`src/design/pktgen_settings.svh`:
```
// register map, bus widths and pattern constants; seed reset values must keep every 23-bit slice nonzero
`ifndef PKTGEN_SETTINGS_SVH
`define PKTGEN_SETTINGS_SVH

// ------------------------------
// csr addresses
// ------------------------------
`define PKTGEN_ADDR_NUMPKTS        8'h00
`define PKTGEN_ADDR_RANDOMPAYLOAD  8'h02
`define PKTGEN_ADDR_START          8'h03  // write only, reads 0
`define PKTGEN_ADDR_STOP           8'h04
`define PKTGEN_ADDR_MACSA0         8'h05  // sa[31:0]
`define PKTGEN_ADDR_MACSA1         8'h06  // sa[47:32]
`define PKTGEN_ADDR_MACDA0         8'h07  // da[31:0]
`define PKTGEN_ADDR_MACDA1         8'h08  // da[47:32]
`define PKTGEN_ADDR_TXPKTCNT       8'h09  // read only
`define PKTGEN_ADDR_RNDSEED0       8'h0a
`define PKTGEN_ADDR_RNDSEED1       8'h0b
`define PKTGEN_ADDR_RNDSEED2       8'h0c  // 28 bits used
`define PKTGEN_ADDR_PKTLENGTH      8'h0d

// bus widths
`define PKTGEN_DATA_W  64
`define PKTGEN_CSR_W   32

// payload length clamp, bytes
`define PKTGEN_MIN_LEN  8
`define PKTGEN_MAX_LEN  1500

// incrementing pattern, bytes 00 01 02 .. then +8 per word
`define PKTGEN_INC_INIT  64'h0001020304050607
`define PKTGEN_INC_STEP  64'h0808080808080808

// seed registers after reset
`define PKTGEN_SEED0_RST  32'h1357_9bdf
`define PKTGEN_SEED1_RST  32'h2468_ace0
`define PKTGEN_SEED2_RST  32'h0abc_def1

// prbs23, x^23 + x^18 + 1
`define PKTGEN_PRBS_W    23
`define PKTGEN_PRBS_TAP  18

`endif

```
`src/design/pktgen_pkg.sv`:
```
// shared types of the generator; widths of the stream and csr words follow pktgen_settings.svh
`include "pktgen_settings.svh"

package pktgen_pkg;

   // ------------------------------
   // data and register words
   // ------------------------------
   typedef logic [`PKTGEN_DATA_W-1:0] word_t;      // one avalon-st beat
   typedef logic [`PKTGEN_CSR_W-1:0]  csr_t;       // csr data
   typedef logic [7:0]                csr_addr_t;  // csr address

   // frame fields
   typedef logic [47:0] mac_t;
   typedef logic [91:0] seed_t;   // four 23-bit prbs slices
   typedef logic [15:0] len_t;    // byte count
   typedef logic [2:0]  empty_t;  // unused bytes in last beat
   typedef logic [15:0] seq_t;

   // frame states
   typedef enum logic [2:0] {
      IDLE,  // waiting for start
      HDR0,  // header words being built
      HDR1,  // word 0 on the bus
      DATA,  // payload beats, last one held until taken
      GAP    // one idle beat between frames
   } fsm_e;

endpackage

```
`src/design/pktgen_csr.sv`:
```
// single-cycle read and write strobes with no wait states; readdata valid one cycle after read
`include "pktgen_settings.svh"

module pktgen_csr (
   input  logic                  clk,
   input  logic                  reset,
   input  pktgen_pkg::csr_addr_t address,
   input  logic                  write,
   input  logic                  read,
   input  pktgen_pkg::csr_t      writedata,
   input  pktgen_pkg::csr_t      tx_pkt_count,   // from sequencer
   output pktgen_pkg::csr_t      readdata,
   output logic                  start,          // one-cycle pulse
   output logic                  stop,
   output pktgen_pkg::csr_t      num_packets,
   output pktgen_pkg::len_t      pkt_len,        // already clamped
   output logic                  random_payload,
   output pktgen_pkg::mac_t      mac_da,
   output pktgen_pkg::mac_t      mac_sa,
   output pktgen_pkg::seed_t     seed
);

   logic [31:0] macsa0_q, macda0_q;
   logic [15:0] macsa1_q, macda1_q;
   logic [31:0] seed0_q, seed1_q;
   logic [27:0] seed2_q;

   // limit a written length to the legal payload range
   function automatic pktgen_pkg::len_t clamp_len(input pktgen_pkg::csr_t v);
      if (v < `PKTGEN_MIN_LEN)
         return pktgen_pkg::len_t'(`PKTGEN_MIN_LEN);
      else if (v > `PKTGEN_MAX_LEN)
         return pktgen_pkg::len_t'(`PKTGEN_MAX_LEN);
      else
         return v[15:0];
   endfunction

   // ------------------------------
   // register writes
   // ------------------------------
   always_ff @(posedge clk or posedge reset) begin
      if (reset) begin
         num_packets    <= '0;
         pkt_len        <= pktgen_pkg::len_t'(`PKTGEN_MIN_LEN);
         random_payload <= 1'b0;
         start          <= 1'b0;
         stop           <= 1'b0;
         macsa0_q       <= '0;
         macsa1_q       <= '0;
         macda0_q       <= '0;
         macda1_q       <= '0;
         seed0_q        <= `PKTGEN_SEED0_RST;         // nonzero so prbs never locks up
         seed1_q        <= `PKTGEN_SEED1_RST;
         seed2_q        <= 28'(`PKTGEN_SEED2_RST);
      end else begin
         start <= write && (address == `PKTGEN_ADDR_START) && writedata[0];  // self clearing
         if (write) begin
            case (address)
               `PKTGEN_ADDR_NUMPKTS:       num_packets    <= writedata;
               `PKTGEN_ADDR_RANDOMPAYLOAD: random_payload <= writedata[0];
               `PKTGEN_ADDR_STOP:          stop           <= writedata[0];
               `PKTGEN_ADDR_MACSA0:        macsa0_q       <= writedata;
               `PKTGEN_ADDR_MACSA1:        macsa1_q       <= writedata[15:0];
               `PKTGEN_ADDR_MACDA0:        macda0_q       <= writedata;
               `PKTGEN_ADDR_MACDA1:        macda1_q       <= writedata[15:0];
               `PKTGEN_ADDR_RNDSEED0:      seed0_q        <= writedata;
               `PKTGEN_ADDR_RNDSEED1:      seed1_q        <= writedata;
               `PKTGEN_ADDR_RNDSEED2:      seed2_q        <= writedata[27:0];
               `PKTGEN_ADDR_PKTLENGTH:     pkt_len        <= clamp_len(writedata);
               default: ;                                  // start handled above
            endcase
         end
      end
   end

   assign mac_sa = {macsa1_q, macsa0_q};
   assign mac_da = {macda1_q, macda0_q};
   assign seed   = {seed2_q, seed1_q, seed0_q};        // slice 0 in the low bits

   // ------------------------------
   // registered read mux
   // ------------------------------
   always_ff @(posedge clk or posedge reset) begin
      if (reset) begin
         readdata <= '0;
      end else if (read) begin
         case (address)
            `PKTGEN_ADDR_NUMPKTS:       readdata <= num_packets;
            `PKTGEN_ADDR_RANDOMPAYLOAD: readdata <= {31'h0, random_payload};
            `PKTGEN_ADDR_STOP:          readdata <= {31'h0, stop};
            `PKTGEN_ADDR_MACSA0:        readdata <= macsa0_q;
            `PKTGEN_ADDR_MACSA1:        readdata <= {16'h0, macsa1_q};
            `PKTGEN_ADDR_MACDA0:        readdata <= macda0_q;
            `PKTGEN_ADDR_MACDA1:        readdata <= {16'h0, macda1_q};
            `PKTGEN_ADDR_TXPKTCNT:      readdata <= tx_pkt_count;
            `PKTGEN_ADDR_RNDSEED0:      readdata <= seed0_q;
            `PKTGEN_ADDR_RNDSEED1:      readdata <= seed1_q;
            `PKTGEN_ADDR_RNDSEED2:      readdata <= {4'h0, seed2_q};
            `PKTGEN_ADDR_PKTLENGTH:     readdata <= {16'h0, pkt_len};
            default:                    readdata <= '0;     // start and holes
         endcase
      end
   end

endmodule

```
`src/design/pkt_header_gen.sv`:
```
// builds the two ethernet header beats; words are sampled on hdr_load and held until the next one
module pkt_header_gen (
   input  logic              clk,
   input  logic              reset,
   input  logic              start,
   input  logic              hdr_load,
   input  logic              pkt_done,
   input  pktgen_pkg::mac_t  mac_da,
   input  pktgen_pkg::mac_t  mac_sa,
   input  pktgen_pkg::len_t  pkt_len,
   output pktgen_pkg::word_t hdr_word0,
   output pktgen_pkg::word_t hdr_word1
);

   pktgen_pkg::seq_t seq_q;
   pktgen_pkg::seq_t seq_nxt;

   // hdr_load may share a cycle with start or pkt_done,
   // so the words take the value the counter is about to hold
   always_comb begin
      if (start)
         seq_nxt = '0;
      else if (pkt_done)
         seq_nxt = seq_q + 16'd1;
      else
         seq_nxt = seq_q;
   end

   // ------------------------------
   // sequence number
   // ------------------------------
   always_ff @(posedge clk or posedge reset) begin
      if (reset)
         seq_q <= '0;
      else
         seq_q <= seq_nxt;
   end

   // header beats
   always_ff @(posedge clk) begin
      if (hdr_load) begin
         hdr_word0 <= {mac_da, mac_sa[47:32]};           // da, sa hi
         hdr_word1 <= {mac_sa[31:0], pkt_len, seq_nxt};  // sa lo, length, seq
      end
   end

endmodule

```
`src/design/payload_gen.sv`:
```
// incrementing or four side-by-side prbs23 payload beats; a beat changes only on payload_adv
`include "pktgen_settings.svh"

module payload_gen (
   input  logic              clk,
   input  logic              reset,
   input  logic              payload_load,    // start of a run
   input  logic              payload_adv,     // beat taken
   input  logic              random_payload,  // 1 = prbs
   input  pktgen_pkg::seed_t seed,
   output pktgen_pkg::word_t payload_word
);

   localparam int W  = `PKTGEN_PRBS_W;
   localparam int NG = 4;                                 // generators

   localparam pktgen_pkg::seed_t SEED_RST =
      {28'(`PKTGEN_SEED2_RST), `PKTGEN_SEED1_RST, `PKTGEN_SEED0_RST};

   pktgen_pkg::word_t inc_q;
   logic [W-1:0]      prbs_q [NG];
   logic [NG*W-1:0]   prbs_cat;

   // one advance is W single right shifts with bit tap ^ bit 0 into the msb
   function automatic logic [W-1:0] prbs_adv(input logic [W-1:0] s);
      logic [W-1:0] r;
      r = s;
      for (int i = 0; i < W; i++) begin
         r = {r[`PKTGEN_PRBS_TAP] ^ r[0], r[W-1:1]};
      end
      return r;
   endfunction

   // ------------------------------
   // incrementing counter
   // ------------------------------
   always_ff @(posedge clk or posedge reset) begin
      if (reset)
         inc_q <= `PKTGEN_INC_INIT;
      else if (payload_load)
         inc_q <= `PKTGEN_INC_INIT;
      else if (payload_adv)
         inc_q <= inc_q + `PKTGEN_INC_STEP;               // wraps at 64 bits
   end

   // ------------------------------
   // prbs generators
   // ------------------------------
   always_ff @(posedge clk or posedge reset) begin
      if (reset) begin
         for (int g = 0; g < NG; g++) begin
            prbs_q[g] <= SEED_RST[g*W +: W];
         end
      end else if (payload_load) begin
         for (int g = 0; g < NG; g++) begin
            prbs_q[g] <= seed[g*W +: W];                  // low slice to generator 0
         end
      end else if (payload_adv) begin
         for (int g = 0; g < NG; g++) begin
            prbs_q[g] <= prbs_adv(prbs_q[g]);
         end
      end
   end

   assign prbs_cat = {prbs_q[3], prbs_q[2], prbs_q[1], prbs_q[0]};

   // generator 0 in the low bits and the top 28 bits dropped
   assign payload_word = random_payload ? prbs_cat[63:0] : inc_q;

endmodule

```
`src/design/frame_sequencer.sv`:
```
// frame fsm and avalon-st source, ready latency 0; everything but the start pickup waits for tx_ready
module frame_sequencer (
   input  logic              clk,
   input  logic              reset,
   input  logic              start,
   input  logic              stop,
   input  pktgen_pkg::csr_t  num_packets,   // 0 means one packet
   input  pktgen_pkg::len_t  pkt_len,
   input  pktgen_pkg::word_t hdr_word0,
   input  pktgen_pkg::word_t hdr_word1,
   input  pktgen_pkg::word_t payload_word,
   input  logic              tx_ready,
   output logic              hdr_load,
   output logic              payload_load,
   output logic              payload_adv,
   output logic              pkt_done,
   output pktgen_pkg::csr_t  tx_pkt_count,
   output pktgen_pkg::word_t tx_data,
   output logic              tx_valid,
   output logic              tx_sop,
   output logic              tx_eop,
   output pktgen_pkg::empty_t tx_empty
);

   pktgen_pkg::fsm_e state_q, state_nxt;
   pktgen_pkg::len_t rem_q;      // payload bytes not yet put on the bus
   logic             load_hdr0;  // header word 0 into the output register
   logic             load_hdr1;
   logic             last_beat;
   logic             run_done;

   assign last_beat = (rem_q <= 16'd8);
   assign run_done  = stop || (tx_pkt_count >= num_packets);

   // ------------------------------
   // next state and strobes
   // ------------------------------
   always_comb begin
      state_nxt    = state_q;
      hdr_load     = 1'b0;
      payload_load = 1'b0;
      payload_adv  = 1'b0;
      pkt_done     = 1'b0;
      load_hdr0    = 1'b0;
      load_hdr1    = 1'b0;
      case (state_q)
         pktgen_pkg::IDLE: begin
            if (start) begin                       // taken even with tx_ready low
               hdr_load     = 1'b1;
               payload_load = 1'b1;
               state_nxt    = pktgen_pkg::HDR0;
            end
         end
         pktgen_pkg::HDR0: begin
            if (tx_ready) begin
               load_hdr0 = 1'b1;
               state_nxt = pktgen_pkg::HDR1;
            end
         end
         pktgen_pkg::HDR1: begin
            if (tx_ready) begin                    // word 0 accepted
               load_hdr1 = 1'b1;
               state_nxt = pktgen_pkg::DATA;
            end
         end
         pktgen_pkg::DATA: begin
            if (tx_ready && tx_eop) begin          // eop beat accepted
               pkt_done  = 1'b1;
               hdr_load  = 1'b1;                   // next header ready for gap
               state_nxt = pktgen_pkg::GAP;
            end else if (tx_ready) begin
               payload_adv = 1'b1;
            end
         end
         pktgen_pkg::GAP: begin
            if (run_done) begin
               state_nxt = pktgen_pkg::IDLE;
            end else if (tx_ready) begin
               load_hdr0 = 1'b1;                   // straight into the next frame
               state_nxt = pktgen_pkg::HDR1;
            end
         end
         default: state_nxt = pktgen_pkg::IDLE;
      endcase
   end

   // ------------------------------
   // state, flags, counters
   // ------------------------------
   always_ff @(posedge clk or posedge reset) begin
      if (reset) begin
         state_q      <= pktgen_pkg::IDLE;
         tx_valid     <= 1'b0;
         tx_sop       <= 1'b0;
         tx_eop       <= 1'b0;
         tx_empty     <= '0;
         rem_q        <= '0;
         tx_pkt_count <= '0;
      end else begin
         state_q <= state_nxt;
         if (load_hdr0) begin
            tx_valid <= 1'b1;
            tx_sop   <= 1'b1;
            tx_eop   <= 1'b0;
            tx_empty <= '0;
            rem_q    <= pkt_len;                   // length sampled per frame
         end else if (load_hdr1) begin
            tx_sop <= 1'b0;
         end else if (payload_adv) begin
            tx_eop   <= last_beat;
            tx_empty <= last_beat ? pktgen_pkg::empty_t'(3'd0 - rem_q[2:0]) : '0;
            rem_q    <= rem_q - 16'd8;
         end else if (pkt_done) begin
            tx_valid <= 1'b0;                      // gap beat
            tx_eop   <= 1'b0;
            tx_empty <= '0;
         end
         if (start)
            tx_pkt_count <= '0;
         else if (pkt_done)
            tx_pkt_count <= tx_pkt_count + 32'd1;
      end
   end

   // output data register, no reset
   always_ff @(posedge clk) begin
      if (load_hdr0)
         tx_data <= hdr_word0;
      else if (load_hdr1)
         tx_data <= hdr_word1;
      else if (payload_adv)
         tx_data <= payload_word;
   end

endmodule

```
`src/design/pktgen_top.sv`:
```
// ethernet test frame generator top; fcs is left to the downstream mac, single clock domain
module pktgen_top (
   input  logic                  clk,
   input  logic                  reset,
   // csr bus
   input  pktgen_pkg::csr_addr_t address,
   input  logic                  write,
   input  logic                  read,
   input  pktgen_pkg::csr_t      writedata,
   output pktgen_pkg::csr_t      readdata,
   // avalon-st source
   input  logic                  tx_ready,
   output pktgen_pkg::word_t     tx_data,
   output logic                  tx_valid,
   output logic                  tx_sop,
   output logic                  tx_eop,
   output pktgen_pkg::empty_t    tx_empty
);

   // ------------------------------
   // csr to datapath
   // ------------------------------
   logic              start, stop, random_payload;
   pktgen_pkg::csr_t  num_packets, tx_pkt_count;
   pktgen_pkg::len_t  pkt_len;
   pktgen_pkg::mac_t  mac_da, mac_sa;
   pktgen_pkg::seed_t seed;

   // sequencer to word sources
   logic              hdr_load, payload_load, payload_adv, pkt_done;
   pktgen_pkg::word_t hdr_word0, hdr_word1, payload_word;

   pktgen_csr i_pktgen_csr (
      .clk, .reset, .address, .write, .read, .writedata, .tx_pkt_count,
      .readdata, .start, .stop, .num_packets, .pkt_len, .random_payload,
      .mac_da, .mac_sa, .seed
   );

   pkt_header_gen i_pkt_header_gen (
      .clk, .reset, .start, .hdr_load, .pkt_done,
      .mac_da, .mac_sa, .pkt_len,
      .hdr_word0, .hdr_word1
   );

   payload_gen i_payload_gen (
      .clk, .reset, .payload_load, .payload_adv, .random_payload, .seed,
      .payload_word
   );

   frame_sequencer i_frame_sequencer (
      .clk, .reset, .start, .stop, .num_packets, .pkt_len,
      .hdr_word0, .hdr_word1, .payload_word, .tx_ready,
      .hdr_load, .payload_load, .payload_adv, .pkt_done, .tx_pkt_count,
      .tx_data, .tx_valid, .tx_sop, .tx_eop, .tx_empty
   );

endmodule

```
`config.mk`:
```
export PLATFORM = sky130hd
export DESIGN_NAME = pktgen_top
export DESIGN_NICKNAME = d
export VERILOG_FILES = /design/src/design/pktgen_pkg.sv /design/src/design/pktgen_csr.sv /design/src/design/pkt_header_gen.sv /design/src/design/payload_gen.sv /design/src/design/frame_sequencer.sv /design/src/design/pktgen_top.sv
export VERILOG_INCLUDE_DIRS = /design/src /design/src/design
export SDC_FILE = /design/constraint.sdc
export NUM_CORES = 1
export LEC_CHECK = 0
export BUFFER_PORTS_ARGS = -buffer_cell sky130_fd_sc_hd__buf_2
export CAP_MARGIN = 20
export CORE_MARGIN = 1.5
export CORE_UTILIZATION = 56
export DETAILED_ROUTE_END_ITERATION = 16
export HOLD_SLACK_MARGIN = 0.08
export PLACE_DENSITY = 0.76
export SLEW_MARGIN = 20
export SYNTH_ARGS = -nofsm -noshare
export SYNTH_HDL_FRONTEND = slang
export SYNTH_HIERARCHICAL = 1
export SYNTH_SLANG_ARGS = --single-unit
```
`constraint.sdc`:
```
create_clock -name clk -period 9.4 [get_ports clk]
set_clock_uncertainty 0.15 [all_clocks]
set_input_delay 1.88 -clock clk [delete_from_list [all_inputs] [get_ports clk]]
set_output_delay 1.88 -clock clk [all_outputs]
set_load 0.01 [all_outputs]
```
==> impl_metrics.json <==
{
  "cts_buffers": 72,
  "portBuffers": 146,
  "synth_xor_area_share_pct": 5.021,
  "synth_top_family_by_area": "multiplexers",
  "postLayoutCoreUtil_pct": 63.14,
  "fin_crit_ns": 4.799,
  "tritoncts": "yes",
  "clock.fmax_mhz": 208.4,
  "ys_seq_elements": 667,
  "ys_warn_count": 6,
  "synth-compound-area-share_pct": 9.335,
  "combPwrFrac_pct": 27.1,
  "run_status": "finished, final reports clean",
  "grt.total_usage_pct": 34.92,
  "synth_top_area_cell": "dfrtp_1",
  "worst_slack_ns": 4.601,
  "ff2ff_setup_slack_ns": 4.83,
  "cts-resized-gates": 0,
  "cp_slowest_stage_delay_ns": 0.70,
  "yosys.area_share.adder_pct": 1.407,
  "nNetsFinal": 2916,
  "powerDensity_nw_per_um2": 269.6,
  "hold_violations": 0,
  "synth_top_area_share_pct": 28.91,
  "p_leak_nw": 15.02,
  "coreArea_sq_um": 57920,
  "synth-edff-count": 192,
  "p_int_mw": 6.600,
  "power_frac_clock_pct": 29.5,
  "ir_drop_mv": 0.1904,
  "drtIter0Drc": 3004,
  "synthMuxAreaShare_pct": 16.09,
  "synth.most_common_cell": "mux2_2",
  "grt_pass1_vias": 23585,
  "drc": 0,
  "cts-root-buf": "clkbuf_16",
  "drt-total-wl_mm": 104.4,
  "async_flop_share_pct": 71.21,
  "dp.cells": 3525,
  "grt_start_max_net_pins": 184,
  "htreeDepth": 3,
  "fin_cells": 3662,
  "critPathKind": "in2reg",
  "grt_setup_unrepaired": "false",
  "syn_to_final_growth_pct": 11.17,
  "clk_latency_ns": 0.62,
  "tightest_slew_ns": 1.092,
  "finalCritPeriodShare_pct": 51.06,
  "cts_hold_buf": 0,
  "wl_per_cell_um": 28.50,
  "grt_pass1_wl_mm": 155.4,
  "clk_pin_slew_worst_paths_ns": 0.06,
  "path_buf_inv": 5,
  "die_w_um": 245.4,
  "synthCells": 2755,
  "report.power.total_mw": 9.859,
  "syn-cell-area_sq_um": 32890,
  "num_vias": 24140,
  "synthTopCellsByCount": "mux2_2 (413), dfrtp_1 (380), nand2_1 (233)",
  "yosysSeqAreaShare_pct": 54.03,
  "swShare_pct": 33.05,
  "crit_chain": "buf_2 -> nand4b_2 -> or2_1 -> inv_2 -> buf_4 -> buf_4 -> or3_2 -> buf_4",
  "num_rows": 88,
  "slew_viol_final": 0,
  "cp.arrival_ns": 4.90,
  "synth_area_leaders": "dfrtp_1 (29%), edfxtp_1 (18%), mux2_2 (14%)",
  "overflow": 0,
  "final_layout_size_suffix_gt1_share_pct": 30.25,
  "finalSetupViolCount": 0,
  "cts_buffer_depth": 3,
  "vias_per_cell": 6.592,
  "fin_tns_setup_ns": 0,
  "die_y_um": 245.4,
  "cp-end-kind": "flip-flop",
  "path_common_cell": "buf_4",
  "drt_pass1_iterations": 5,
  "synth_simple_gate_area_share_pct": 11.11,
  "gp_congestion": 0.9753,
  "critPathTopFamily": "buffers and inverters",
  "cp.required_ns": 9.50,
  "cap_violations": 0,
  "die_area_sq_um": 60200,
  "hold_path_class": "reg2reg",
  "preCtsSetupSlack_ns": 3.992,
  "max_slew_margin_pct": 26.91,
  "post-dp-hpwl_mm": 74.54,
  "avgSynthCellArea_sq_um": 11.94,
  "cp_slowest_cell": "or3_2",
  "synth.distinct_cells": 94,
  "worstSetupStartpointType": "input port",
  "synthFlopType": "dfrtp_1",
  "syn_nets": 2837,
  "clkSinkCount": 667,
  "cts_setup_buffers": 0,
  "antenna_found_initial": 4,
  "io_pins": 147,
  "crit_fanout": 35,
  "ant_nets": 0,
  "power.switching_mw": 3.258,
  "initial_core_util_pct": 56.79,
  "p_seq_share_pct": 43.5
}
layout by cell type (no fill, tap or decap), types with 21 or more instances in the layout:
cell / n
xnor2_1: 75
clkbuf_1: 21
a22oi_1: 57
buf_2: 146
mux2_4: 33
a221oi_1: 22
ha_1: 37
dfstp_2: 95
nand3_1: 84
and2_1: 23
buf_4: 30
o21ai_0: 114
clkbuf_16: 74
nor3_1: 33
nor4_1: 29
nand2_1: 233
edfxtp_1: 192
nor2b_1: 24
a21oi_1: 65
mux2_2: 413
xor2_1: 111
inv_1: 56
dfrtp_1: 379
nor2_1: 149
nand4_1: 46
area by class of cell:
cell class | instances | area [sq um]
Antenna cell | 4 | 10.01
Sequential cell | 667 | 17770
Clock buffer | 105 | 2068
Fill cell | 4443 | 21350
Multi-Input combinational cell | 1852 | 14160
Tap cell | 765 | 957.2
Timing Repair Buffer | 179 | 1016
Clock inverter | 28 | 341.6
Inverter | 62 | 239.0
logic make-up after synthesis:
kind of cell	count (synthesis)
buffers and inverters	236
XOR/XNOR	187
flip-flops	667
AND/OR/NAND/NOR	726
adder cells (fa/ha/maj)	37
multiplexers	459
AO/OA/AOI/OAI	443
registers in the layout (all words and copies together) (netlist names), 62 cells and up:
| register | cells |
|---|---|
| i_payload_gen/prbs_cat | 69 |
| i_frame_sequencer/tx_data | 64 |
| i_pkt_header_gen/hdr_word0 | 64 |
| i_pkt_header_gen/hdr_word1 | 64 |
| i_payload_gen/inc_q | 62 |
worst reg2reg max path: stages (launching register included):
cell       delay, ns
dfrtp_1         0.48
ha_1            0.34
a21oi_1         0.14
o21ai_0         0.11
a2111oi_2       0.38
nand3_1         0.34
a211oi_4        0.37
buf_12          0.40
or3_2           0.92
buf_4           0.54
routing by layer:
metal  vias up  share of wire, %  track usage (%)
li1      10230                 -                -
met1     12273                41            50.24
met2      1382                44            51.36
met3       251                10            7.683
met4         4               4.4            14.25
met5         -             0.032                0
power by group through the flow:
stage,sequential (mW),combinational (mW),clock [mW]
floorplan,4.10,1.95,0
global placement,4.28,2.54,0
CTS,4.26,2.66,2.93
global route,4.34,2.91,3.05
finish,4.28,2.67,2.90
detailed placement,4.30,2.62,0
stage by stage:
stage	area, sq um	hold slack [ns]
final	36570	0.3232
after global routing	36560	0.3366
after CTS	36550	0.3204
after detailed placement	34140	0.3083
after global placement	34140	0.3088
after floorplan	32900	0.2830
path summary, 6_finish.rpt:
path	start	endpoint	cells past startpoint
setup / recovery	tx_ready	i_frame_sequencer/tx_data[5]$_DFFE_PP_	8
hold / removal	i_frame_sequencer/tx_sop$_DFFE_PP0P_	i_frame_sequencer/tx_sop$_DFFE_PP0P_	1
setup reg to reg	i_frame_sequencer/tx_pkt_count[21]$_DFFE_PP0P_	i_frame_sequencer/tx_data[5]$_DFFE_PP_	9
hold reg to reg	i_frame_sequencer/tx_sop$_DFFE_PP0P_	i_frame_sequencer/tx_sop$_DFFE_PP0P_	1
max in group asynchronous	reset	i_payload_gen/prbs_cat[21]$_DFFE_PP0N_	3
min in group asynchronous	reset	i_pkt_header_gen/seq_q[0]$_DFF_PP0_	2
Note: power is estimated with default switching activity, not from simulation.
